--- config.mk ---
export PLATFORM = sky130hd
export DESIGN_NAME = conv_layer_flat
export DESIGN_NICKNAME = d
export VERILOG_FILES = /design/src/design/wavenet_pkg.sv /design/src/design/stage_if.sv /design/src/design/conv_layer.sv /design/src/flat_wrapper.sv
export SDC_FILE = /design/constraint.sdc
export NUM_CORES = 2
export LEC_CHECK = 0
export BUFFER_PORTS_ARGS = -buffer_cell sky130_fd_sc_hd__buf_2
export CAP_MARGIN = 20
export CORE_MARGIN = 8
export CORE_UTILIZATION = 40
export DETAILED_ROUTE_END_ITERATION = 16
export MAX_ROUTING_LAYER = met4
export PLACE_DENSITY_LB_ADDON = 0.12
export SLEW_MARGIN = 15
export SYNTH_ARGS = -nofsm -noshare
export SYNTH_HDL_FRONTEND = slang
export SYNTH_SLANG_ARGS = --single-unit
--- constraint.sdc ---
create_clock -name clk -period 10.93 [get_ports clk]
set_clock_uncertainty 0.15 [all_clocks]
set_input_delay 2.186 -clock clk [delete_from_list [all_inputs] [get_ports clk]]
set_output_delay 2.186 -clock clk [all_outputs]
set_load 0.1 [all_outputs]
--- src/design/wavenet_pkg.sv ---
`default_nettype none

package wavenet_pkg;

    // ----------------------------------------------------------
    // sizes and fixed point format (Q8.8)
    // ----------------------------------------------------------
    localparam int act_width  = 16;
    localparam int frac_bits  = 8;
    localparam int acc_width  = 40;
    localparam int num_taps   = 4;
    localparam int num_ch     = 4;
    localparam int num_layers = 3;

    typedef logic signed [act_width-1:0] act_t;
    typedef logic signed [acc_width-1:0] acc_t;

    // tap 3 is the newest sample, tap 0 the oldest
    typedef act_t [num_ch-1:0]        chan_vec_t;
    typedef chan_vec_t [num_taps-1:0] window_t;

    localparam int layer_in_ch [num_layers]      = '{1, 4, 4};
    localparam int cache_dilation [num_layers-1] = '{4, 16};

    // ----------------------------------------------------------
    // weights, [layer][out ch][tap][in ch], 256 = 1.0
    // ----------------------------------------------------------
    localparam act_t layer_weight [num_layers][num_ch][num_taps][num_ch] = '{
        // layer 0 has a single input channel
        '{
            '{'{  48, 0, 0, 0}, '{ -32, 0, 0, 0}, '{  96, 0, 0, 0}, '{ 160, 0, 0, 0}},
            '{'{ -64, 0, 0, 0}, '{  80, 0, 0, 0}, '{ -40, 0, 0, 0}, '{-120, 0, 0, 0}},
            '{'{  24, 0, 0, 0}, '{  56, 0, 0, 0}, '{ 128, 0, 0, 0}, '{ -72, 0, 0, 0}},
            '{'{ 200, 0, 0, 0}, '{ -16, 0, 0, 0}, '{  32, 0, 0, 0}, '{  88, 0, 0, 0}}
        },
        '{
            '{'{  40,  -96,   64,   20}, '{ -24,  112,    8,  -56},
              '{  72,   16,  -88,   36}, '{ 128,  -48,   60,   96}},
            '{'{ -80,   28,   44,  120}, '{  52,  -36,  100,   12},
              '{ -16,   84,  -60,  140}, '{  92,   64,  -28, -104}},
            '{'{  36,   76,  -20,  -44}, '{ 104,  -68,   56,   24},
              '{  60,   32,  148,  -84}, '{-112,   88,   40,  156}},
            '{'{ -52,   44,  116,   68}, '{  20,  132,  -76,   48},
              '{  88,  -40,   24,  180}, '{ 140,  -64,   96,  -32}}
        },
        // output layer, no relu
        '{
            '{'{  96, -140,   60,   36}, '{ -72,  180,  -44,   88},
              '{ 120,   52, -160,   24}, '{-200,   84,  140,  -56}},
            '{'{-120,   64,  200,  -88}, '{  48, -152,   76,  112},
              '{ -36,   96, -124,  164}, '{ 172,  -60,   44, -188}},
            '{'{  80,  116,  -96,   52}, '{-164,   40,  136,  -72},
              '{ 104, -180,   68,   92}, '{  56,  148, -112,   20}},
            '{'{ -44,  -88,  152,  124}, '{ 132,   28, -196,   60},
              '{ -92,  168,   36, -140}, '{  76, -104,  184,   44}}
        }
    };

    localparam act_t layer_bias [num_layers][num_ch] = '{
        '{ 32, -64,  16,  -8},
        '{-24,  40, -96,  12},
        '{ 64, -32, 100, -16}
    };

    typedef enum logic [2:0] {
        idle,
        shift_in,
        start_layer,
        wait_layer,
        capture,
        emit
    } seq_state_t;

endpackage

`default_nettype wire
--- src/design/stage_if.sv ---
`timescale 1ns/1ps
`default_nettype none

// one layer's input window, handshake and held result
interface stage_if;
    import wavenet_pkg::*;

    window_t   window;
    logic      start;
    logic      done;
    chan_vec_t result;

    modport source (
        output window
    );

    modport ctrl (
        output start,
        input  done
    );

    modport engine (
        input  window,
        input  start,
        output result,
        output done
    );

endinterface

`default_nettype wire

--- src/design/conv_layer.sv ---
`timescale 1ns/1ps
`default_nettype none

module conv_layer #(
    parameter int layer = 0
) (
    input wire logic clk,
    input wire logic rst,
    stage_if.engine  st
);
    import wavenet_pkg::*;

    localparam int   in_ch    = layer_in_ch[layer];
    localparam int   steps    = in_ch * num_taps;
    localparam int   step_w   = $clog2(steps + 1);
    localparam bit   use_relu = (layer < num_layers - 1);
    localparam acc_t sat_hi   = acc_t'((2 ** (act_width - 1)) - 1);
    localparam acc_t sat_lo   = -acc_t'(2 ** (act_width - 1));

    logic              running;
    logic              last;
    logic              mac_en;
    logic [step_w-1:0] step;
    logic [step_w-1:0] mac_step;
    int                tap_sel;
    int                ch_sel;
    act_t              x;
    acc_t              prod [num_ch];
    acc_t              acc [num_ch];

    // bias, back to Q8.8, clamp to 16 bits, then relu on hidden layers
    function automatic act_t finish(acc_t sum, act_t bias);
        acc_t total;
        act_t res;
        total = (sum + (acc_t'(bias) <<< frac_bits)) >>> frac_bits;
        if (total > sat_hi) begin
            res = act_t'(sat_hi);
        end else if (total < sat_lo) begin
            res = act_t'(sat_lo);
        end else begin
            res = act_t'(total);
        end
        if (use_relu && res < 0) begin
            res = '0;
        end
        return res;
    endfunction

    // ----------------------------------------------------------
    // step select, input channel runs fastest
    // ----------------------------------------------------------
    assign mac_step = st.start ? '0 : step;
    assign last     = (step == step_w'(steps));
    assign mac_en   = st.start || (running && !last);

    always_comb begin
        tap_sel = int'(mac_step) / in_ch;
        ch_sel  = int'(mac_step) % in_ch;
        x       = st.window[tap_sel][ch_sel];
        for (int o = 0; o < num_ch; o++) begin
            prod[o] = acc_t'(layer_weight[layer][o][tap_sel][ch_sel]) * acc_t'(x);
        end
    end

    // ----------------------------------------------------------
    // step counter, result and done
    // ----------------------------------------------------------
    always_ff @(posedge clk or posedge rst) begin
        if (rst) begin
            running   <= 1'b0;
            step      <= '0;
            st.done   <= 1'b0;
            st.result <= '0;
        end else begin
            st.done <= 1'b0;
            if (st.start) begin
                running <= 1'b1;
                step    <= step_w'(1);
            end else if (running) begin
                if (last) begin
                    running <= 1'b0;
                    st.done <= 1'b1;
                    for (int o = 0; o < num_ch; o++) begin
                        st.result[o] <= finish(acc[o], layer_bias[layer][o]);
                    end
                end else begin
                    step <= step + 1'b1;
                end
            end
        end
    end

    // all output channels accumulate in parallel
    always_ff @(posedge clk) begin
        if (mac_en) begin
            for (int o = 0; o < num_ch; o++) begin
                // first product of a run replaces the previous sum
                acc[o] <= st.start ? prod[o] : acc[o] + prod[o];
            end
        end
    end

endmodule

`default_nettype wire

--- src/flat_wrapper.sv ---
// flat-port wrapper written by rule: the top's interface ports become plain ports
module conv_layer_flat import wavenet_pkg::*;
#(
    parameter int layer = 0
)
  (clk, rst, st_window, st_start, st_result, st_done);
  stage_if st_i ();
  input wire logic clk;
  input wire logic rst;
  input wire logic [$bits(st_i.window)-1:0] st_window;
  input wire logic [$bits(st_i.start)-1:0] st_start;
  output wire logic [$bits(st_i.result)-1:0] st_result;
  output wire logic [$bits(st_i.done)-1:0] st_done;
  assign st_i.window = st_window;
  assign st_i.start = st_start;
  assign st_result = st_i.result;
  assign st_done = st_i.done;
  conv_layer #(.layer(layer)) u_core (.clk(clk), .rst(rst), .st(st_i));
endmodule
==> out/qor.csv <==
metric;value;unit
synth_seq_cells;212;
endpoint_kind;register;
cts_buffers;30;
drtIter0Drc;1996;
synth_cells;4325;
path_class;in -> reg;
cts_root_buf;clkbuf_16;
cpMaxStageDelayCell;fa_2;
grt_util_met1;33.3;%
via_count;32700;
synth-edff-count;147;
hold_buffers;0;
finalHoldViolCount;0;
seq_area_frac_synth;15.8;%
synthToLayoutAreaGrowth;25.9;%
io_pins;324;
grtUsageMet2;31.2;%
max_cap_violations;0;
start_util;40.3;%
synth-async-reset-ratio;30.7;%
avgSynthCellArea;8.84;µm²
routed_via_density;5.02;
grt_max_degree;75;
slew_viol_final;0;
fp.dieH;325;µm
drive_gt1_share;22.7;%
grt_pass1_wl;183000;µm
cts_tree;done;
finalNetCount;6417;
grt_overflow;0;
slew-limit-headroom;38.8;%
synth_ff_type;edfxtp_1;
setup_viol;0;
critPathMaxFanout;6;
clock-sinks;212;
routedWlPerCell;17.3;µm
max_stage_delay;620;ps
min_path_type;reg -> reg;
core_area;94900;µm²
whs;328;ps
drc;0;
ant_nets;0;
crit_path_start;st_start;
clock_latency;620;ps
startpoint_type;input port;
die_x;325;µm
synthesis.area;38200;µm²
crit_top_cell;fa_1;
rsz0062_at_grt;true;
dpl.hpwl;95300;µm
row_count;113;
status;complete, no violations;
grt_usage;22.0;%
ys_warn_count;0;
antenna_found_initial;3;
die_area;106000;µm²
grt_pass1_vias;33400;
gp_congestion;1.00;
fin_crit;10750;ps
max_freq;93.0;MHz
cp_data_required_time;11120;ps
drt-pass1-iter-count;6;
numPortBuffers;127;
cts_buffer_depth;3;
met3_usage;3.47;%
dp_cells;6434;
clk_pin_slew;60;ps
final_cells;6510;
synth_cell_type_count;96;
cts-htree-levels;1;
fin_crit_sh;98.4;%
crit_arrival;10940;ps
grt.busiest_layer;met1;
rr_startpoint;u_core.step[1]$_DFFE_PP0P_;
max_slew.worst_pin.slew;918;ps
routed_wl;113000;µm
min_from;u_core.st.result[10]$_DFFE_PP0P_;
## Yosys cell counts (7+ instances only)
master,count,area [µm²]
a21boi_0,8,60.1
a31oi_1,43,269
dfrtp_1,65,1630
inv_1,833,3130
clkbuf_1,71,267
o22a_1,19,166
fa_1,485,9710
o211ai_1,22,165
nor4_1,16,100
mux2_2,28,315
nor2_1,304,1140
mux2i_1,12,120
and2_1,30,188
and4_1,12,105
or3_1,13,81.3
a21o_1,105,788
o21a_1,36,270
buf_1,10,37.5
o31ai_1,10,75.1
a41oi_1,8,70.1
a211oi_1,23,173
or2_2,14,87.6
nor2b_1,28,175
xnor2_1,148,1300
nand2_1,317,1190
xor2_1,92,806
o21ai_0,199,996
nand3_1,55,275
o21ai_1,44,220
a21oi_1,295,1480
edfxtp_1,147,4410
nand2b_1,44,275
o21bai_1,35,263
and3_1,40,250
a31o_2,7,61.3
nor3_1,57,285
o22ai_1,25,156
ha_1,454,5680
nand4_1,26,163
## through the flow
stage / utilization, % / worst slack, ps / TNS (ps) / cell area [µm²]
detailed placement: 48.8 / -810 / -17990 / 46300
global route: 50.7 / -125 / -203 / 48100
floorplan: - / 0.00266 / 0 / 38500
CTS: 50.1 / 4.51 / 0 / 47500
global placement: 48.8 / -811 / -16970 / 46300
finish: 50.7 / 179 / 0 / 48100
## state kept, by name, indices dropped and copies added (netlist names)
| register | flops |
|---|---|
| u_core.acc | 147 |
| u_core.st.result | 60 |
| u_core.step | 3 |
| u_core.running | 1 |
| u_core.st.done | 1 |
## worst paths after layout
| path | to | slack (ps) | cells past startpoint |
|---|---|---|---|
| max | u_core.acc[3][37]$_DFFE_PP_ | 180 | 38 |
| min | u_core.st.result[10]$_DFFE_PP0P_ | 330 | 2 |
| max reg2reg | u_core.acc[3][37]$_DFFE_PP_ | 990 | 38 |
| min reg2reg | u_core.st.result[10]$_DFFE_PP0P_ | 330 | 2 |
| max in group asynchronous | u_core.st.result[11]$_DFFE_PP0P_ | 8120 | 3 |
| min in group asynchronous | u_core.st.result[45]$_DFFE_PP0P_ | 1470 | 2 |
## kinds of logic (layout without fill, tap and decap cells)
group / Yosys count / after routing / share of synthesized area [%]
DFF: 212 / 212 / 15.8
buffers and inverters: 928 / 1841 / 9.19
other: 2 / 8 / 0.0196
xor gates and xnor gates: 240 / 240 / 5.50
AOI/OAI and AO/OA: 965 / 966 / 15.8
and+or+nand+nor: 999 / 999 / 12.3
adders and majority gates: 939 / 939 / 40.3
muxes: 40 / 40 / 1.14
## critical path: cells and delay by family
family,cells,cell delay (ps)
adders and majority gates,8,3680
AOI/OAI and AO/OA,10,2170
and+or+nand+nor,8,1190
buffers and inverters,9,1030
xor gates and xnor gates,2,370
muxes,1,250
## per-layer routing
| metal | vias up | part of all wire, % |
|---|---|---|
| li1 | 16200 | - |
| met4 | 0 | 1.6 |
| met2 | 676 | 41 |
| met1 | 15700 | 51 |
| met5 | - | 0 |
| met3 | 95 | 6.2 |
## area by class of cell
| cell class | instances | area, µm² |
|---|---|---|
| Inverter | 838 | 3190 |
| Fill cell | 9194 | 46800 |
| Sequential cell | 212 | 6040 |
| Clock inverter | 11 | 101 |
| Clock buffer | 44 | 980 |
| Antenna cell | 3 | 7.51 |
| Tap cell | 1265 | 1580 |
| Multi-Input combinational cell | 3189 | 29300 |
| Timing Repair Buffer | 948 | 6870 |
## repair_timing
| action | in CTS | in global routing |
|---|---|---|
| gates resized for setup | 8 | 111 |
| pin swaps | 4 | 43 |
| setup endpoints to repair | 4 | 43 |
| hold endpoints to repair | 0 | 0 |
| setup buffers | 4 | 12 |
| cloned | 0 | 1 |
## placed cells by master, fill, tap and decap left out, types with 19 or more instances in the layout
cell         n
inv_1      826
buf_4      816
fa_1       478
ha_1       446
nand2_1    305
nor2_1     297
a21oi_1    282
o21ai_0    191
edfxtp_1   147
xnor2_1    145
buf_2      126
a21o_1     104
xor2_1      92
dfrtp_1     65
nand3_1     55
nor3_1      53
nand2b_1    44
o21ai_1     43
a31oi_1     41
and3_1      40
o21a_1      35
o21bai_1    35
clkbuf_16   35
and2_1      30
mux2_2      28
nand4_1     26
nor2b_1     26
o22ai_1     25
o211ai_1    22
o22a_1      19
Power is left out: the tool's default activity adds up to more than one toggle a clock period on the data nets, which glitch-free logic cannot reach.
