File: src/design/wavenet_pkg.sv
`default_nettype none

package wavenet_pkg;

    // ----------------------------------------------------------
    // sizes and fixed point format (Q8.8)
    // ----------------------------------------------------------
    localparam int act_width  = 16;
    localparam int frac_bits  = 8;
    localparam int acc_width  = 40;
    localparam int num_taps   = 4;
    localparam int num_ch     = 4;
    localparam int num_layers = 3;

    typedef logic signed [act_width-1:0] act_t;
    typedef logic signed [acc_width-1:0] acc_t;

    // tap 3 is the newest sample, tap 0 the oldest
    typedef act_t [num_ch-1:0]        chan_vec_t;
    typedef chan_vec_t [num_taps-1:0] window_t;

    localparam int layer_in_ch [num_layers]      = '{1, 4, 4};
    localparam int cache_dilation [num_layers-1] = '{4, 16};

    // ----------------------------------------------------------
    // weights, [layer][out ch][tap][in ch], 256 = 1.0
    // ----------------------------------------------------------
    localparam act_t layer_weight [num_layers][num_ch][num_taps][num_ch] = '{
        // layer 0 has a single input channel
        '{
            '{'{  48, 0, 0, 0}, '{ -32, 0, 0, 0}, '{  96, 0, 0, 0}, '{ 160, 0, 0, 0}},
            '{'{ -64, 0, 0, 0}, '{  80, 0, 0, 0}, '{ -40, 0, 0, 0}, '{-120, 0, 0, 0}},
            '{'{  24, 0, 0, 0}, '{  56, 0, 0, 0}, '{ 128, 0, 0, 0}, '{ -72, 0, 0, 0}},
            '{'{ 200, 0, 0, 0}, '{ -16, 0, 0, 0}, '{  32, 0, 0, 0}, '{  88, 0, 0, 0}}
        },
        '{
            '{'{  40,  -96,   64,   20}, '{ -24,  112,    8,  -56},
              '{  72,   16,  -88,   36}, '{ 128,  -48,   60,   96}},
            '{'{ -80,   28,   44,  120}, '{  52,  -36,  100,   12},
              '{ -16,   84,  -60,  140}, '{  92,   64,  -28, -104}},
            '{'{  36,   76,  -20,  -44}, '{ 104,  -68,   56,   24},
              '{  60,   32,  148,  -84}, '{-112,   88,   40,  156}},
            '{'{ -52,   44,  116,   68}, '{  20,  132,  -76,   48},
              '{  88,  -40,   24,  180}, '{ 140,  -64,   96,  -32}}
        },
        // output layer, no relu
        '{
            '{'{  96, -140,   60,   36}, '{ -72,  180,  -44,   88},
              '{ 120,   52, -160,   24}, '{-200,   84,  140,  -56}},
            '{'{-120,   64,  200,  -88}, '{  48, -152,   76,  112},
              '{ -36,   96, -124,  164}, '{ 172,  -60,   44, -188}},
            '{'{  80,  116,  -96,   52}, '{-164,   40,  136,  -72},
              '{ 104, -180,   68,   92}, '{  56,  148, -112,   20}},
            '{'{ -44,  -88,  152,  124}, '{ 132,   28, -196,   60},
              '{ -92,  168,   36, -140}, '{  76, -104,  184,   44}}
        }
    };

    localparam act_t layer_bias [num_layers][num_ch] = '{
        '{ 32, -64,  16,  -8},
        '{-24,  40, -96,  12},
        '{ 64, -32, 100, -16}
    };

    typedef enum logic [2:0] {
        idle,
        shift_in,
        start_layer,
        wait_layer,
        capture,
        emit
    } seq_state_t;

endpackage

`default_nettype wire
File: src/design/stage_if.sv
`timescale 1ns/1ps
`default_nettype none

// one layer's input window, handshake and held result
interface stage_if;
    import wavenet_pkg::*;

    window_t   window;
    logic      start;
    logic      done;
    chan_vec_t result;

    modport source (
        output window
    );

    modport ctrl (
        output start,
        input  done
    );

    modport engine (
        input  window,
        input  start,
        output result,
        output done
    );

endinterface

`default_nettype wire

File: src/design/dilated_cache.sv
`timescale 1ns/1ps
`default_nettype none

module dilated_cache #(
    parameter int dilation = 4
) (
    input  wire logic                   clk,
    input  wire logic                   rst,
    input  wire logic                   shift,
    input  wire wavenet_pkg::chan_vec_t din,
    stage_if.source                     win
);
    import wavenet_pkg::*;

    // enough history to reach the oldest tap
    localparam int depth = (num_taps - 1) * dilation + 1;

    chan_vec_t line [depth];

    // ----------------------------------------------------------
    // delay line, entry 0 holds the latest capture
    // ----------------------------------------------------------
    always_ff @(posedge clk or posedge rst) begin
        if (rst) begin
            for (int i = 0; i < depth; i++) begin
                line[i] <= '0;
            end
        end else if (shift) begin
            line[0] <= din;
            for (int i = 1; i < depth; i++) begin
                line[i] <= line[i-1];
            end
        end
    end

    // ----------------------------------------------------------
    // taps spaced by the dilation
    // ----------------------------------------------------------
    always_comb begin
        for (int k = 0; k < num_taps; k++) begin
            // tap k lags the newest entry by (3 - k) dilations
            win.window[k] = line[(num_taps - 1 - k) * dilation];
        end
    end

endmodule

`default_nettype wire

File: src/flat_wrapper.sv
// flat-port wrapper written by rule: the top's interface ports become plain ports
module dilated_cache_flat import wavenet_pkg::*;
#(
    parameter int dilation = 4
)
  (clk, rst, shift, din, win_window);
  stage_if win_i ();
  input  wire logic clk;
  input  wire logic rst;
  input  wire logic shift;
  input  wire wavenet_pkg::chan_vec_t din;
  output wire logic [$bits(win_i.window)-1:0] win_window;
  assign win_window = win_i.window;
  dilated_cache #(.dilation(dilation)) u_core (.clk(clk), .rst(rst), .shift(shift), .din(din), .win(win_i));
endmodule
File: config.mk
export PLATFORM = sky130hd
export DESIGN_NAME = dilated_cache_flat
export DESIGN_NICKNAME = d
export VERILOG_FILES = /design/src/design/wavenet_pkg.sv /design/src/design/stage_if.sv /design/src/design/dilated_cache.sv /design/src/flat_wrapper.sv
export SDC_FILE = /design/constraint.sdc
export NUM_CORES = 1
export LEC_CHECK = 0
export BUFFER_PORTS_ARGS = -buffer_cell sky130_fd_sc_hd__buf_2
export CORE_UTILIZATION = 55
export CTS_CLUSTER_DIAMETER = 100
export DETAILED_ROUTE_END_ITERATION = 10
export GPL_ROUTABILITY_DRIVEN = 0
export HOLD_SLACK_MARGIN = 0.15
export PLACE_DENSITY = 0.75
export SLEW_MARGIN = 15
export SYNTH_ARGS = -nofsm -noshare
export SYNTH_HDL_FRONTEND = slang
export SYNTH_SLANG_ARGS = --single-unit
File: constraint.sdc
create_clock -name clk -period 72.8 [get_ports clk]
set_input_delay 3.64 -clock clk [delete_from_list [all_inputs] [get_ports clk]]
set_output_delay 3.64 -clock clk [all_outputs]
set_load 0.05 [all_outputs]
==> results of run 1 <==
how the worst max path moves through the flow:
| stage | start | endpoint | cells after the start |
|---|---|---|---|
| finish | shift | u_core.win.window[174]$_DFFE_PP0P_ | 4 |
| detailed placement | shift | u_core.line[622]$_DFFE_PP0P_ | 4 |
| CTS | shift | u_core.win.window[234]$_DFFE_PP0P_ | 4 |
| global route | shift | u_core.line[494]$_DFFE_PP0P_ | 4 |
| floorplan | rst | u_core.line[100]$_DFFE_PP0P_ | 1 |
| global placement | shift | u_core.line[494]$_DFFE_PP0P_ | 4 |
per-layer routing:
layer / global-route usage [%] / share of wire, %
met5: 0 / 0.059
met4: 5.40 / 2.4
met3: 5.38 / 5.9
met2: 24.7 / 45
met1: 24.1 / 46
power by group:
| part | internal [mW] | switching [mW] |
|---|---|---|
| sequential | 0.628 | 0.107 |
| combinational | 0.232 | 0.266 |
| clock | 0.241 | 0.172 |
cell type report:
class	instances	area, um2	area share (%)
clock inverter	25	259	0.691
timing repair buffer	335	1810	4.84
multi-input combinational	832	11200	29.8
clock buffer	119	2380	6.34
tap	837	1050	2.79
sequential	832	20800	55.5
inverter	1	11.3	0.0300
flip-flops by register name (all words and copies together), names as in the netlist:
signal             count
u_core.win.window    256
u_core.line          576
layout by cell type, fill, tap and decap left out, drive strengths merged:
cell    instances
dfrtp         832
mux2          832
buf           335
clkbuf        119
clkinv         16
inv             6
bufinv          4
logic make-up (layout without fill, tap and decap cells):
logic type             after synthesis  count (layout)  synth area share, %
DFF                                832             832                 59.9
muxes                              832             832                 32.2
buffers and inverters              350             480                 7.90
per-stage QoR:
stage                     power, mW  area, um2  cells  setup WS, ns  utilization (%)
after floorplan                1.20      34700   2014         45.79                -
after global placement         1.22      34800   2836         66.02             56.1
after detailed placement       1.24      34800   2836         65.89             56.1
after CTS                      1.67      37500   2980         66.55             60.4
after global routing           1.72      37500   2981         66.38             60.4
final                          1.65      37500   2981         66.45             60.4
worst max-delay path: stages:
cell    delay [ns]
buf_8         0.60
buf_4         0.92
buf_4         0.95
mux2_2        0.43
==> run_results.csv, run 1 <==
group,metric,value,unit
clock_network,insertion_delay,0.61,ns
worst_setup_path,cp-end-kind,"flip-flop",
clock_network,cts_tree,"built",
global_routing,grt_pass1_vias,15800,
drt,drc,0,
worst_setup_path,cp.required,73.29,ns
global_routing,antenna_found_initial,2,
logic_synthesis,syn_avg_cell_area,17.2,um2
floorplanning,core,62100,um2
global_routing,grt_max_degree,193,
sta,max_slew_margin,20.7,%
sta,setup_viol,0,
clock_network,cts_root_buf,"clkbuf_16",
logic_synthesis,netlist_instances,2014,
finish,finalNetCount,2153,
drt,viasPerCell,5.06,
drt,dr.pass1.iters,4,
finish,diodes,0,
clock_network,cts_buffers,84,
pwr,power-per-cell-area,43.9,nW/um2
logic_synthesis,synth_top_area_share,59.9,%
sta,tightest_slew,1.19,ns
finish,drive_above_1_share,60.1,%
pwr,p_leak,18.0,nW
logic_synthesis,synth_area_leader_cell,"dfrtp_1",
clock_network,clock_sinks,832,
worst_setup_path,critPathArrivalTime,6.84,ns
worst_setup_path,timing.rr.start,"u_core.line[759]$_DFFE_PP0P_",
place,dp_hpwl,33.2,mm
logic_synthesis,synth_cell_types,8,
clock_network,cts.repair.resized,0,
min_path,whs_endpoint,"u_core.win.window[164]$_DFFE_PP0P_",
global_routing,gr-total-overflow,0,
floorplanning,row_count,91,
logic_synthesis,async_flop_share,100,%
logic_synthesis,yosys-top-cells-area,"dfrtp_1, mux2_4, mux2_2, buf_4, buf_6",
worst_setup_path,cp_max_fo,104,
sta,fin_skew,0.00930,ns
logic_synthesis,netlist_area,34700,um2
finish,area.growth.synth_to_final,7.96,%
clock_network,htree_levels,3,
sta,tns,0,ns
min_path,min_from,"u_core.line[612]$_DFFE_PP0P_",
logic_synthesis,yosysWarnings,0,
pwr,ir_worst_vdd,0.0254,mV
sta,rsz0062_at_grt,"no",
worst_setup_path,r2r_cells,1,
drt,wirelength,53.9,mm
drt,ant_nets,0,
sta,fmax,157,MHz
clock_network,cts_buffer_depth,3,
floorplanning,num_io_pins,323,
min_path,hp-class,"reg -> reg",
sta,whs,0.491,ns
sta,final_hold_viol_count,0,
sta,period_needed,6.35,ns
clock_network,clk_pin_slew,0.06,ns
clock_network,post_cts_buffers,0,
global_routing,grt_first_pass_wirelength,87.8,mm
run_status,status,"completed",
worst_setup_path,timing.rr.end,"u_core.line[695]$_DFFE_PP0P_",
drt,via_count,15100,
logic_synthesis,synthMostInstantiatedCell,"dfrtp_1",
worst_setup_path,start_kind,"primary input",
logic_synthesis,ys_seq_elements,832,
flow_run,maxCapViolations,0,
logic_synthesis,synth_edf_count,0,
sta,fin_crit_sh,8.72,%
logic_synthesis,synth_commonest_cells,"dfrtp_1, mux2_4, mux2_2",
floorplanning,die_height,253,um
drt,wire_per_inst,18.1,um
logic_synthesis,ys_seq_area_share,59.9,%
worst_setup_path,rrSetupSlack,71.96,ns
worst_setup_path,path_class,"in -> reg",
global_routing,track_usage,16.9,%
min_path,whs_path_depth,1,
sta,slew_viol_final,0,
logic_synthesis,syn_nets,2081,
finish,fillers,4524,
place,io_buffers,322,
logic_synthesis,synth_flop_cell,"dfrtp_1",
floorplanning,start_util,56.0,%
floorplanning,die_area,64200,um2
clock_network,hold_buffers,0,
floorplanning,die_x,253,um
drt,drt_first_iter_violations,814,
Power figures use the tool's default switching activity.
==> inputs of run 2 (changes only) <==
--- a/config.mk
+++ b/config.mk
@@ -6,12 +6,12 @@
 export NUM_CORES = 1
 export LEC_CHECK = 0
 export BUFFER_PORTS_ARGS = -buffer_cell sky130_fd_sc_hd__buf_2
-export CORE_UTILIZATION = 55
+export CORE_UTILIZATION = 54
 export CTS_CLUSTER_DIAMETER = 100
 export DETAILED_ROUTE_END_ITERATION = 10
 export GPL_ROUTABILITY_DRIVEN = 0
 export HOLD_SLACK_MARGIN = 0.15
-export PLACE_DENSITY = 0.75
+export PLACE_DENSITY = 0.76
 export SLEW_MARGIN = 15
 export SYNTH_ARGS = -nofsm -noshare
 export SYNTH_HDL_FRONTEND = slang
==> constraint.sdc (replaced) <==
create_clock -name clk -period 5.4 [get_ports clk]
set_input_delay 0.27 -clock clk [delete_from_list [all_inputs] [get_ports clk]]
set_output_delay 0.27 -clock clk [all_outputs]
set_load 0.05 [all_outputs]
==> run 2 against run 1 <==
  * Worst hold slack worse by 0.24 ns
  * Power rose to 14 times the previous value
  * Sequential power rose to 13 times the previous value
  * Non-clock buffer count up 79
==> run_results.csv, run 2 (synthesis gave the netlist of run 1 again) <==
group,metric,value,unit
global_routing,grt_max_degree,185,
pwr,p_leak,18.4,nW
clock_network,cts_buffers,84,
clock_network,cts_root_buf,"clkbuf_16",
sta,whs,0.253,ns
sta,tightest_slew,1.04,ns
min_path,whs_path_depth,2,
flow_run,maxCapViolations,0,
drt,drc,0,
drt,dr.pass1.iters,4,
drt,wirelength,55.5,mm
drt,wire_per_inst,18.1,um
sta,fmax,497,MHz
sta,fin_crit_sh,37.3,%
finish,area.growth.synth_to_final,10.5,%
worst_setup_path,timing.rr.start,"u_core.win.window[74]$_DFFE_PP0P_",
worst_setup_path,timing.rr.end,"u_core.line[202]$_DFFE_PP0P_",
sta,max_slew_margin,30.4,%
worst_setup_path,cp.required,6.00,ns
worst_setup_path,critPathLaunch,"rst",
pwr,p_int,15.0,mW
finish,largest-register,"u_core.line",
drt,viasPerCell,5.03,
clock_network,cts_tree,"built",
pwr,seqPwrFrac,44.2,%
floorplanning,core,63300,um2
worst_setup_path,rrSetupSlack,4.49,ns
sta,setup_viol,0,
pwr,combPwrFrac,30.3,%
worst_setup_path,crit_end,"u_core.line[195]$_DFFE_PP0P_",
global_routing,track_usage,17.3,%
finish,drive_above_1_share,59.0,%
finish,final_common_cell,"dfrtp_1",
worst_setup_path,critPathArrivalTime,2.62,ns
clock_network,htree_levels,3,
pwr,power_frac_clock,25.6,%
pwr,power.share.switching,33.0,%
floorplanning,num_io_pins,323,
min_path,hp-class,"in -> reg",
drt,via_count,15400,
finish,final_core_util,60.6,%
worst_setup_path,cp_max_fo,78,
run_status,status,"completed",
pwr,ir_worst_vdd,0.361,mV
finish,fillers,4544,
worst_setup_path,start_kind,"primary input",
place,io_buffers,322,
floorplanning,start_util,54.9,%
place,dp_hpwl,33.9,mm
worst_setup_path,r2r_cells,1,
sta,fin_skew,0.0196,ns
finish,finalNetCount,2232,
sta,rsz0062_at_grt,"no",
sta,period_needed,2.01,ns
worst_setup_path,path_class,"in -> async",
sta,slew_viol_final,0,
clock_network,clock_sinks,832,
global_routing,grt_pass1_vias,16800,
floorplanning,row_count,92,
pwr,power-per-cell-area,584,nW/um2
sta,final_hold_viol_count,0,
drt,ant_nets,0,
finish,mostFrequentLayoutCells,"dfrtp_1, mux2_4, mux2_2, buf_2, clkbuf_16",
drt,drt_first_iter_violations,767,
pwr,power_switching,7.41,mW
floorplanning,die_height,256,um
global_routing,gr-total-overflow,0,
clock_network,cts_buffer_depth,3,
worst_setup_path,cp-end-kind,"asynchronous set/reset pin",
finish,largest_register_ffs,576,
global_routing,grt_first_pass_wirelength,92.5,mm
clock_network,insertion_delay,0.61,ns
global_routing,antenna_found_initial,1,
floorplanning,die_area,65300,um2
clock_network,clk_pin_slew,0.06,ns
floorplanning,die_x,256,um
[run 2: changes by cell type in the layout (fill, tap and decap cells not counted), moves of 2 or more]
cell,change
buf_4,+12
dlygate4sd3_1,+65
clkinvlp_4,+3
buf_12,+3
clkbuf_1,-8
clkbuf_8,+6
bufinv_16,+2
[run 2: layout make-up]
| cell class | count | area (um2) | area share (%) |
|---|---|---|---|
| clock inverter | 28 | 337 | 0.877 |
| timing repair buffer | 414 | 2590 | 6.74 |
| tap | 846 | 1060 | 2.76 |
| sequential | 832 | 20800 | 54.2 |
| clock buffer | 116 | 2400 | 6.26 |
| inverter | 1 | 7.51 | 0.0196 |
| multi-input combinational | 832 | 11200 | 29.1 |
| antenna | 1 | 2.50 | 0.00652 |
[run 2: per-stage QoR]
step	cells	total power [mW]	TNS [ns]	instance area [um2]	worst slack, ns
3_3_place_gp	2860	16.5	0	35000	3.13
4_1_cts	3069	22.7	0	38400	3.28
2_1_floorplan	2014	16.2	-5240.21	34700	-6.30
5_1_grt	3069	23.5	0	38400	3.04
6_report	3070	22.4	0	38400	3.39
3_5_place_dp	2860	16.8	0	35000	3.07
[run 2: critical path: stages]
cell and delay (ns):
dlygate4sd3_1 0.53, buf_2 0.14, clkinvlp_4 0.41, buf_12 0.39, buf_4 0.79
[run 2: repair_timing]
item                      in CTS  in global routing
hold endpoints to repair      80                  0
buffers inserted               0                  0
hold buffers                  65                  0
gates resized for setup        0                  0
[run 2: worst min path at each step]
stage / slack [ns] / startpoint / end
after detailed placement: 0.40 / rst / u_core.win.window[29]$_DFFE_PP0P_
after global routing: 0.30 / rst / u_core.line[88]$_DFFE_PP0P_
final: 0.25 / shift / u_core.win.window[40]$_DFFE_PP0P_
after CTS: 0.27 / rst / u_core.line[88]$_DFFE_PP0P_
after floorplan: 0.42 / din[0] / u_core.win.window[192]$_DFFE_PP0P_
after global placement: 0.37 / rst / u_core.win.window[29]$_DFFE_PP0P_
[run 2: metal layers]
| metal | vias to the layer above | track usage (%) | part of all wire (%) |
|---|---|---|---|
| li1 | 7013 | - | - |
| met1 | 8034 | 23.5 | 45 |
| met3 | 97 | 4.61 | 5.5 |
| met4 | 0 | 6.80 | 2.9 |
| met2 | 292 | 26.5 | 46 |
| met5 | - | 0 | 0 |
[run 2: power by group through the flow]
stage	clock, mW	sequential, mW	combinational, mW
floorplan	0	9.50	6.65
global placement	0	9.84	6.63
detailed placement	0	9.99	6.78
CTS	5.89	9.93	6.86
global route	6.13	10.2	7.13
finish	5.73	9.90	6.79
