## src/design/wavenet_pkg.sv

```systemverilog
`default_nettype none

package wavenet_pkg;

    // ----------------------------------------------------------
    // sizes and fixed point format (Q8.8)
    // ----------------------------------------------------------
    localparam int act_width  = 16;
    localparam int frac_bits  = 8;
    localparam int acc_width  = 40;
    localparam int num_taps   = 4;
    localparam int num_ch     = 4;
    localparam int num_layers = 3;

    typedef logic signed [act_width-1:0] act_t;
    typedef logic signed [acc_width-1:0] acc_t;

    // tap 3 is the newest sample, tap 0 the oldest
    typedef act_t [num_ch-1:0]        chan_vec_t;
    typedef chan_vec_t [num_taps-1:0] window_t;

    localparam int layer_in_ch [num_layers]      = '{1, 4, 4};
    localparam int cache_dilation [num_layers-1] = '{4, 16};

    // ----------------------------------------------------------
    // weights, [layer][out ch][tap][in ch], 256 = 1.0
    // ----------------------------------------------------------
    localparam act_t layer_weight [num_layers][num_ch][num_taps][num_ch] = '{
        // layer 0 has a single input channel
        '{
            '{'{  48, 0, 0, 0}, '{ -32, 0, 0, 0}, '{  96, 0, 0, 0}, '{ 160, 0, 0, 0}},
            '{'{ -64, 0, 0, 0}, '{  80, 0, 0, 0}, '{ -40, 0, 0, 0}, '{-120, 0, 0, 0}},
            '{'{  24, 0, 0, 0}, '{  56, 0, 0, 0}, '{ 128, 0, 0, 0}, '{ -72, 0, 0, 0}},
            '{'{ 200, 0, 0, 0}, '{ -16, 0, 0, 0}, '{  32, 0, 0, 0}, '{  88, 0, 0, 0}}
        },
        '{
            '{'{  40,  -96,   64,   20}, '{ -24,  112,    8,  -56},
              '{  72,   16,  -88,   36}, '{ 128,  -48,   60,   96}},
            '{'{ -80,   28,   44,  120}, '{  52,  -36,  100,   12},
              '{ -16,   84,  -60,  140}, '{  92,   64,  -28, -104}},
            '{'{  36,   76,  -20,  -44}, '{ 104,  -68,   56,   24},
              '{  60,   32,  148,  -84}, '{-112,   88,   40,  156}},
            '{'{ -52,   44,  116,   68}, '{  20,  132,  -76,   48},
              '{  88,  -40,   24,  180}, '{ 140,  -64,   96,  -32}}
        },
        // output layer, no relu
        '{
            '{'{  96, -140,   60,   36}, '{ -72,  180,  -44,   88},
              '{ 120,   52, -160,   24}, '{-200,   84,  140,  -56}},
            '{'{-120,   64,  200,  -88}, '{  48, -152,   76,  112},
              '{ -36,   96, -124,  164}, '{ 172,  -60,   44, -188}},
            '{'{  80,  116,  -96,   52}, '{-164,   40,  136,  -72},
              '{ 104, -180,   68,   92}, '{  56,  148, -112,   20}},
            '{'{ -44,  -88,  152,  124}, '{ 132,   28, -196,   60},
              '{ -92,  168,   36, -140}, '{  76, -104,  184,   44}}
        }
    };

    localparam act_t layer_bias [num_layers][num_ch] = '{
        '{ 32, -64,  16,  -8},
        '{-24,  40, -96,  12},
        '{ 64, -32, 100, -16}
    };

    typedef enum logic [2:0] {
        idle,
        shift_in,
        start_layer,
        wait_layer,
        capture,
        emit
    } seq_state_t;

endpackage

`default_nettype wire
```

## src/design/stage_if.sv

```systemverilog
`timescale 1ns/1ps
`default_nettype none

// one layer's input window, handshake and held result
interface stage_if;
    import wavenet_pkg::*;

    window_t   window;
    logic      start;
    logic      done;
    chan_vec_t result;

    modport source (
        output window
    );

    modport ctrl (
        output start,
        input  done
    );

    modport engine (
        input  window,
        input  start,
        output result,
        output done
    );

endinterface

`default_nettype wire

```

## src/design/input_window.sv

```systemverilog
`timescale 1ns/1ps
`default_nettype none

module input_window (
    input  wire logic              clk,
    input  wire logic              rst,
    input  wire logic              shift,
    input  wire wavenet_pkg::act_t sample,
    stage_if.source                win
);
    import wavenet_pkg::*;

    act_t taps [num_taps];

    // left shift, newest sample lands in the top tap
    always_ff @(posedge clk or posedge rst) begin
        if (rst) begin
            for (int k = 0; k < num_taps; k++) begin
                taps[k] <= '0;
            end
        end else if (shift) begin
            for (int k = 0; k < num_taps - 1; k++) begin
                taps[k] <= taps[k+1];
            end
            taps[num_taps-1] <= sample;
        end
    end

    // raw samples sit in channel 0, the rest stay zero
    always_comb begin
        win.window = '0;
        for (int k = 0; k < num_taps; k++) begin
            win.window[k][0] = taps[k];
        end
    end

endmodule

`default_nettype wire

```

## src/flat_wrapper.sv

```systemverilog
// flat-port wrapper written by rule: the top's interface ports become plain ports
module input_window_flat import wavenet_pkg::*;
  (clk, rst, shift, sample, win_window);
  stage_if win_i ();
  input  wire logic clk;
  input  wire logic rst;
  input  wire logic shift;
  input  wire wavenet_pkg::act_t sample;
  output wire logic [$bits(win_i.window)-1:0] win_window;
  assign win_window = win_i.window;
  input_window u_core (.clk(clk), .rst(rst), .shift(shift), .sample(sample), .win(win_i));
endmodule
```

## config.mk

```make
export PLATFORM = sky130hd
export DESIGN_NAME = input_window_flat
export DESIGN_NICKNAME = d
export VERILOG_FILES = /design/src/design/wavenet_pkg.sv /design/src/design/stage_if.sv /design/src/design/input_window.sv /design/src/flat_wrapper.sv
export SDC_FILE = /design/constraint.sdc
export NUM_CORES = 1
export LEC_CHECK = 0
export ABC_CLOCK_PERIOD_IN_PS = 1800
export BUFFER_PORTS_ARGS = -buffer_cell sky130_fd_sc_hd__buf_2
export CAP_MARGIN = 15
export CORE_ASPECT_RATIO = 1.1
export CORE_UTILIZATION = 33
export DETAILED_ROUTE_END_ITERATION = 7
export PLACE_DENSITY = 0.68
export RECOVER_POWER = 50
export SLEW_MARGIN = 25
export SYNTH_ARGS = -nofsm -noshare
export SYNTH_HDL_FRONTEND = slang
export SYNTH_SLANG_ARGS = --single-unit
```

## constraint.sdc

```tcl
create_clock -name clk -period 1.8 [get_ports clk]
set_input_delay 0.18 -clock clk [delete_from_list [all_inputs] [get_ports clk]]
set_output_delay 0.18 -clock clk [all_outputs]
set_load 0.01 [all_outputs]
```

==> metrics list, run 1 <==
- Derived from the worst setup path, the maximum achievable clock frequency is 800.9 MHz.
- Clock latency of the later-clocked register in the worst-skew pair: 320 ps
- Cells with a size suffix above 1 make up 22.12% of the layout.
- Leakage power of the design: 2.127 nW
- The run finished with clean final reports.
- Power spread over the standard cell area amounts to 1096 nW/µm².
* Path depth of the worst reg2reg path: 1
* Maxcap violations: 0
- Synthesis instantiated 8 different standard cells from the library.
- Setup repair after global routing left no endpoint under its margin.
- In this run the standard cell core region covers 12090 µm².
* Startpoint of the lowest-slack register-to-register path: u_core.win.window[79]
- Reg-to-reg critical path endpoint: u_core.win.window[15]
- The number of antenna violations at the first check in global routing is 0.
- TritonCTS built the clock tree.
- Critical path startpoint category: input pin
* Synthesized cell area: 4128 µm²
- In this design, the stage delay of the slowest critical-path cell is 540 ps.
* Hold Path Class: input pin to flip-flop
- The critical path contains buffers and inverters numbering 4 combined.
- Across the routed clock network, the largest skew measured is 3.575 ps.
- Dividing the synthesized area by the synthesized cell count gives 12.55 µm².
- Count of boundary I/O pins: 275
- Critical path arrival: 1740 ps
- The top cell type by area accounts for 38.80% of the synthesized area.
* Final clock period utilization by the worst path: 69.36%
- Once the clock tree was built, the resizer swapped 0 gates to a different size.
- Launch instance of the worst min-delay path: sample[15]
- After legalization and detailed placement, the total HPWL measured 4440 µm.
* Hold violation total from the final report: 0
- The count of buffers added on input and output ports is 82.
* Crit. End Element: async pin
- Number of warnings printed during yosys synthesis: 0
* VDD IR max: 0.4893 mV
* Combinational share of power: 19.6%
- Sequential cells account for 42.5% of the total power.
- Worst slew margin relative to its limit: 49.27%
* CP top delay family: buffers and inverters
- For this run, the post-layout net count is 440.
* Setup WS post-layout: 551.5 ps
* Min-Delay Endpoint: u_core.win.window[207]
- Number of vias after detailed routing: 1956
- The floorplan step set the die height to 119.3 µm.
- Number of flip-flops in the largest register: 64
- Worst slack, placed: 602.0 ps
- Clock-pin slew was measured on the worst setup and hold paths at 50 ps.
- Drt drc: 0
* Iteration-0 DRC Markers: 55
* Number of clock buffers inserted by TritonCTS: 9
- Starting Density: 34.15%
- Internal power summed over all cells: 3.120 mW
* Final weighted congestion of routability-driven global placement: 0.6794
* Share of synthesized area occupied by flip-flops and latches: 38.80%
- Most area-hungry cell type in the Yosys netlist: dfrtp_1
- The first global-routing pass estimated 8211 µm of wire.
* Length of the first detailed-routing pass in iterations: 2
- In the final routed layout, each cell accounts on average for 10.01 µm.
- Overflow after GRT: 0
- Pin count of the biggest net entering global routing: 48
- For the pin with the worst max-slew slack, the measured transition is 760.1 ps.
- Counting flops and latches in the post-synthesis netlist gives 64.
* Via count of the first global-routing pass: 1570
* Number of slew-limit violations in the final report: 0
- Bufs on Longest Clock Path: 2
- The critical path in this run is classified as input pin to async pin.
- The clock period could shrink to 1249 ps.
- Row generation in the floorplan step produced 42 rows.
- The clock network burns 37.9% of the power.
- For this design, the slowest cell found on the critical path is inv_1.
- Fraction of power spent switching nets: 29.04%
- Data required time of the critical path: 2300 ps
* Signed area change from the synthesized netlist to the final layout: -2.849%
- Hold timing on the final database bottoms out at a slack of 71.39 ps.
- Synthesis produced a netlist whose cell count is 329.
* Overall die area: 12960 µm²
* Cells along the critical path: dlygate4sd3_1 > buf_2 > inv_1 > buf_12
- Post-DR vias/cell: 3.378
- Setup violation total in the final timing report: 0
- Highest fanout seen on the critical path: 47
- Final WL: 5795 µm
- The clock tree synthesis step divided the H-tree into 3 levels.
* Diodes inserted: 0
- The worst hold path passes through 2 cells.
- Global routing consumed, over all layers together, 8.502% of the routing resources.
* Antenna Nets Post-Route: 0
* Reg-to-reg slack, setup: 970 ps
- Setup TNS: 0 ps
* Dominant cells by area after synthesis: dfrtp_1 (39%), buf_4 (35%), mux2_4 (22%), buf_12 (2.9%), mux2_2 (1.1%)
* Total net switching power: 1.277 mW
- DIE WIDTH: 108.6 µm
- The clock net in this run drives a total of 64 sinks.
* Buffer cell driving the clock tree root: clkbuf_16
## metrics by stage
step                std cells  cell area, µm²  total power, mW  util (%)
floorplan                 520            4845            2.930         -
global placement          563            3948            2.946     32.66
detailed placement        563            3948            2.975     32.66
CTS                       579            4245            4.669     35.12
global route              579            4010            4.639     33.18
finish                    579            4010            4.397     33.18
## placed cells by master (no fill, tap or decap)
cell type	netlist	routed
buf_12	6	2
buf_2	0	66
buf_4	192	1
bufinv_16	0	1
clkbuf_1	0	19
clkbuf_16	0	9
clkbuf_2	0	1
clkbuf_8	0	1
clkinv_2	0	3
conb_1	1	192
dfrtp_1	64	64
dlygate4sd3_1	0	1
inv_1	1	1
mux2_1	0	54
mux2_2	4	4
mux2_4	60	6
## power groups by stage
stage	Combinational (mW)	Sequential (mW)	Clock, mW
5_1_grt	0.956	1.90	1.78
4_1_cts	1.07	1.89	1.71
3_5_place_dp	1.07	1.91	0
3_3_place_gp	1.05	1.89	0
6_report	0.864	1.87	1.67
2_1_floorplan	0.941	1.99	0
## Yosys cell counts
library cell and instances:
mux2_2 4, dfrtp_1 64, inv_1 1, buf_4 192
mux2_4 60, buf_12 6, buf_6 1, conb_1 1
## logic make-up after synthesis
logic type / synth area share, %
flip-flops: 38.80
multiplexers: 22.92
other: 0.09085
buffers and inverters: 38.19
## worst max path at each step
stage                           start                    end  slack, ps  cells after the start
5_1_grt                           rst  u_core.win.window[10]        370                      4
4_1_cts        u_core.win.window[134]        win_window[134]        710                      1
3_3_place_gp                    shift  u_core.win.window[73]        630                      3
3_5_place_dp                    shift  u_core.win.window[73]        600                      3
6_report                          rst  u_core.win.window[76]        550                      4
2_1_floorplan                     rst   u_core.win.window[0]         20                      1
## per-layer routing
metal | up-vias | GRT usage [%] | part of all wire (%)
met2 | 153 | 13.05 | 49
met1 | 940 | 9.955 | 38
met5 | - | 0 | 0
li1 | 853 | - | -
met4 | 0 | 5.068 | 2.0
met3 | 10 | 3.229 | 11
## what timing repair did
item,in CTS,in global routing
setup buffers,0,0
endpoints found under the hold margin,17,0
hold buffers,1,0
## final cells by class
type / count / area [µm²]
Fill cell: 1265 / 8077
Timing Repair Buffer: 89 / 460.4
Clock inverter: 4 / 45.04
Multi-Input combinational cell: 256 / 1464
Inverter: 1 / 3.754
Sequential cell: 64 / 1602
Tap cell: 154 / 192.7
Clock buffer: 11 / 242.7
No activity file was read; power rests on OpenSTA's default activity.
==> run 2: changes to the inputs <==
--- a/config.mk
+++ b/config.mk
@@ -5,7 +5,7 @@
 export SDC_FILE = /design/constraint.sdc
 export NUM_CORES = 1
 export LEC_CHECK = 0
-export ABC_CLOCK_PERIOD_IN_PS = 1800
+export ABC_CLOCK_PERIOD_IN_PS = 1100
 export BUFFER_PORTS_ARGS = -buffer_cell sky130_fd_sc_hd__buf_2
 export CAP_MARGIN = 15
 export CORE_ASPECT_RATIO = 1.1
==> constraint.sdc (replaced) <==
create_clock -name clk -period 1.1 [get_ports clk]
set_input_delay 0.11 -clock clk [delete_from_list [all_inputs] [get_ports clk]]
set_output_delay 0.11 -clock clk [all_outputs]
set_load 0.01 [all_outputs]
==> metrics list, run 2 (synthesis results as in run 1) <==
- Outcome: finished with violations (was complete, no violations).
- The final reports fail on hold timing.
- The horizontal die dimension came to 108.6 µm (unchanged).
* Starting Density: 34.15% (unchanged)
- The total congestion overflow after global routing was 0 (unchanged).
- The worst vdd rail ir drop was 0.8898 mV (was 0.4893 mV).
* Hold Path Class: input pin to flip-flop (unchanged)
- Worst slack, placed: 133.1 ps (was 602.0 ps)
- The placeable core region was 12090 µm² (unchanged).
* Longest individual stage delay on the worst path: 420 ps (was 540 ps)
* Cell row count: 42 (unchanged)
- Highest fanout seen on the critical path: 3 (was 47)
- HPWL after DPL: 4488 µm (was 4440 µm)
* Clock latency of the later-clocked register in the worst-skew pair: 320 ps (about the same)
- The remaining number of nets flagged by the antenna check after routing is 0 (unchanged).
- The kind of critical path was flip-flop to output pin (was input pin to async pin).
- The final weighted congestion in routability-driven placement was 0.6535 (was 0.6794).
* Number of vias after detailed routing: 1947 (was 1956)
- Layout Nets: 440 (unchanged)
* Instance count along the most critical hold path: 2 (unchanged)
- PortBufs: 82 (unchanged)
* Layout filler cell count: 1272 (was 1265)
- CTS tree: done (unchanged)
- Highest-count cells in the layout ignoring fill and taps: conb_1 (192), buf_2 (81), dfrtp_1 (64) (was conb_1 (192), buf_2 (66), dfrtp_1 (64)).
- Number of slew-limit violations in the final report: 0 (unchanged)
* Setup TNS: 0 ps (unchanged)
- The endpoint type of the worst setup path was an output pin (was async pin).
- Cells along the critical path: buf_2 (was dlygate4sd3_1 > buf_2 > inv_1 > buf_12).
- The depth of the most critical reg-to-reg path was 1 (unchanged).
- The number of buffers and inverters on the critical path is 1 (was 4).
- The share of the core filled with cells in the final layout is 33.80% (was 33.18%).
- The total power is 7.305 mW (was 4.397 mW).
- The endpoint arrival time on the critical path is 910 ps (was 1740 ps).
* Highest attainable clock frequency: 977.7 MHz
- The number of DRC violations after detailed-routing iteration 0 was 80 (was 55).
* Count of clock tree sinks: 64 (unchanged)
- The leakage power was 2.206 nW (was 2.127 nW).
* Ratio of cells with drive above 1 in the final layout: 28.40% (was 22.12%)
- The clock-pin slew on the worst setup and hold paths was 50 ps (about the same).
* Number of clock buffers inserted by TritonCTS: 9 (unchanged)
* Power density relative to cell area: 1788 nW/µm² (was 1096 nW/µm²)
- Data required time of the critical path: 990 ps (was 2300 ps)
* Via count of the first global-routing pass: 1515 (was 1570)
* Detailed-route wire length per cell: 10.09 µm (was 10.01 µm)
- The count of unresolved DRC violations after routing was 0 (unchanged).
- Worst hold slack: -1.482 ps (was 71.39 ps)
* Signed area change from the synthesized netlist to the final layout: -1.031% (was -2.849%)
- The largest net degree at the start of global routing is 41 (was 48).
- The most common library cell in the layout ignoring fill and taps was conb_1 (unchanged).
- The setup violation total in the final timing report was 0 (unchanged).
- Count of boundary I/O pins: 275 (unchanged)
- The kind of launch point of the worst setup path is a flip-flop (was input pin).
- The cell with the biggest individual delay on the critical path is dfrtp_1 (was inv_1).
- The maximum level of the CTS H-tree is 3 (unchanged).
- Buffer cell driving the clock tree root: clkbuf_16 (unchanged)
- Number of flip-flops in the largest register: 64 (unchanged)
- Depth of the critical timing path with buffers and inverters included: 1 (was 4)
- Tot GR Track Use: 8.663% (was 8.502%)
* Final critical delay including setup and external delays: 1023 ps
- Final clock period utilization by the worst path: 92.99%
* CP top delay family: flip-flops (was buffers and inverters)
- The clock skew is 3.530 ps (was 3.575 ps).
- The count of TritonRoute iterations in the first routing pass is 3 (was 2).
* Setup repair after global routing missed its margin: no (unchanged)
* Maxcap violations: 0 (unchanged)
- Setup WS post-layout: 77.16 ps (was 551.5 ps)
* Post-DR vias/cell: 3.357 (was 3.378)
- Hold violation total from the final report: 1 (was 0)
* Bufs on Longest Clock Path: 2 (unchanged)
* Overall die area: 12960 µm² (unchanged)
- Diodes inserted: 0 (unchanged)
- Final WL: 5852 µm (was 5795 µm)
* Global-route wire length before repair: 8349 µm (was 8211 µm)
* Post-CTS setup buffers: 0 (unchanged)
- The die height came to 119.3 µm (unchanged).
- Antenna violations before repair: 0 (unchanged)
run 2: cell types whose count changed in the layout (fill, tap and decap cells not counted):
| cell | change |
|---|---|
| buf_6 | +1 |
| clkinvlp_2 | +1 |
| clkinv_4 | +1 |
| clkbuf_1 | -18 |
| mux2_4 | +7 |
| inv_1 | -1 |
| buf_4 | +3 |
| clkinv_2 | -1 |
| buf_2 | +15 |
| clkbuf_2 | -1 |
| clkinvlp_4 | +1 |
| mux2_1 | -7 |
run 2: path summary, 6_finish.rpt:
check,endpoint,start,slack [ps]
max in group asynchronous,u_core.win.window[72],rst,160
setup reg to reg,u_core.win.window[65],u_core.win.window[129],260
hold reg to reg,u_core.win.window[10],u_core.win.window[10],480
hold / removal,u_core.win.window[207],sample[15],-1
min in group asynchronous,u_core.win.window[131],rst,310
setup / recovery,win_window[134],u_core.win.window[134],80
run 2: layer usage:
metal  share of wire (%)  vias to the layer above  GRT usage (%)
met2                  47                      152          12.62
met1                  40                      925          10.98
li1                    -                      860              -
met3                  11                       10          3.120
met5                   0                        -              0
met4                 1.9                        0          4.814
run 2: area by class of cell:
type / instances / area (µm²) / share of cell area [%]
inverter: 1 / 5.005 / 0.1225
clock inverter: 5 / 56.30 / 1.378
timing repair buffer: 89 / 496.7 / 12.16
multi-input combinational: 256 / 1490 / 36.48
clock buffer: 11 / 242.7 / 5.942
sequential: 64 / 1602 / 39.20
tap: 154 / 192.7 / 4.717
run 2: metrics by stage:
step	area [µm²]	std cells
floorplan	4848	520
global placement	3964	563
detailed placement	3964	563
CTS	4273	580
global route	4085	580
finish	4085	580
run 2: what timing repair did:
item,4_1_cts,5_1_grt
hold buffers,1,0
resized for setup,0,0
endpoints found under the setup margin,0,0
endpoints found under the hold margin,47,0
run 2: report_power, final:
part	switching, mW	internal [mW]	total, mW
Sequential	0.284	2.77	3.05
Clock	0.965	1.81	2.77
Combinational	0.865	0.614	1.48
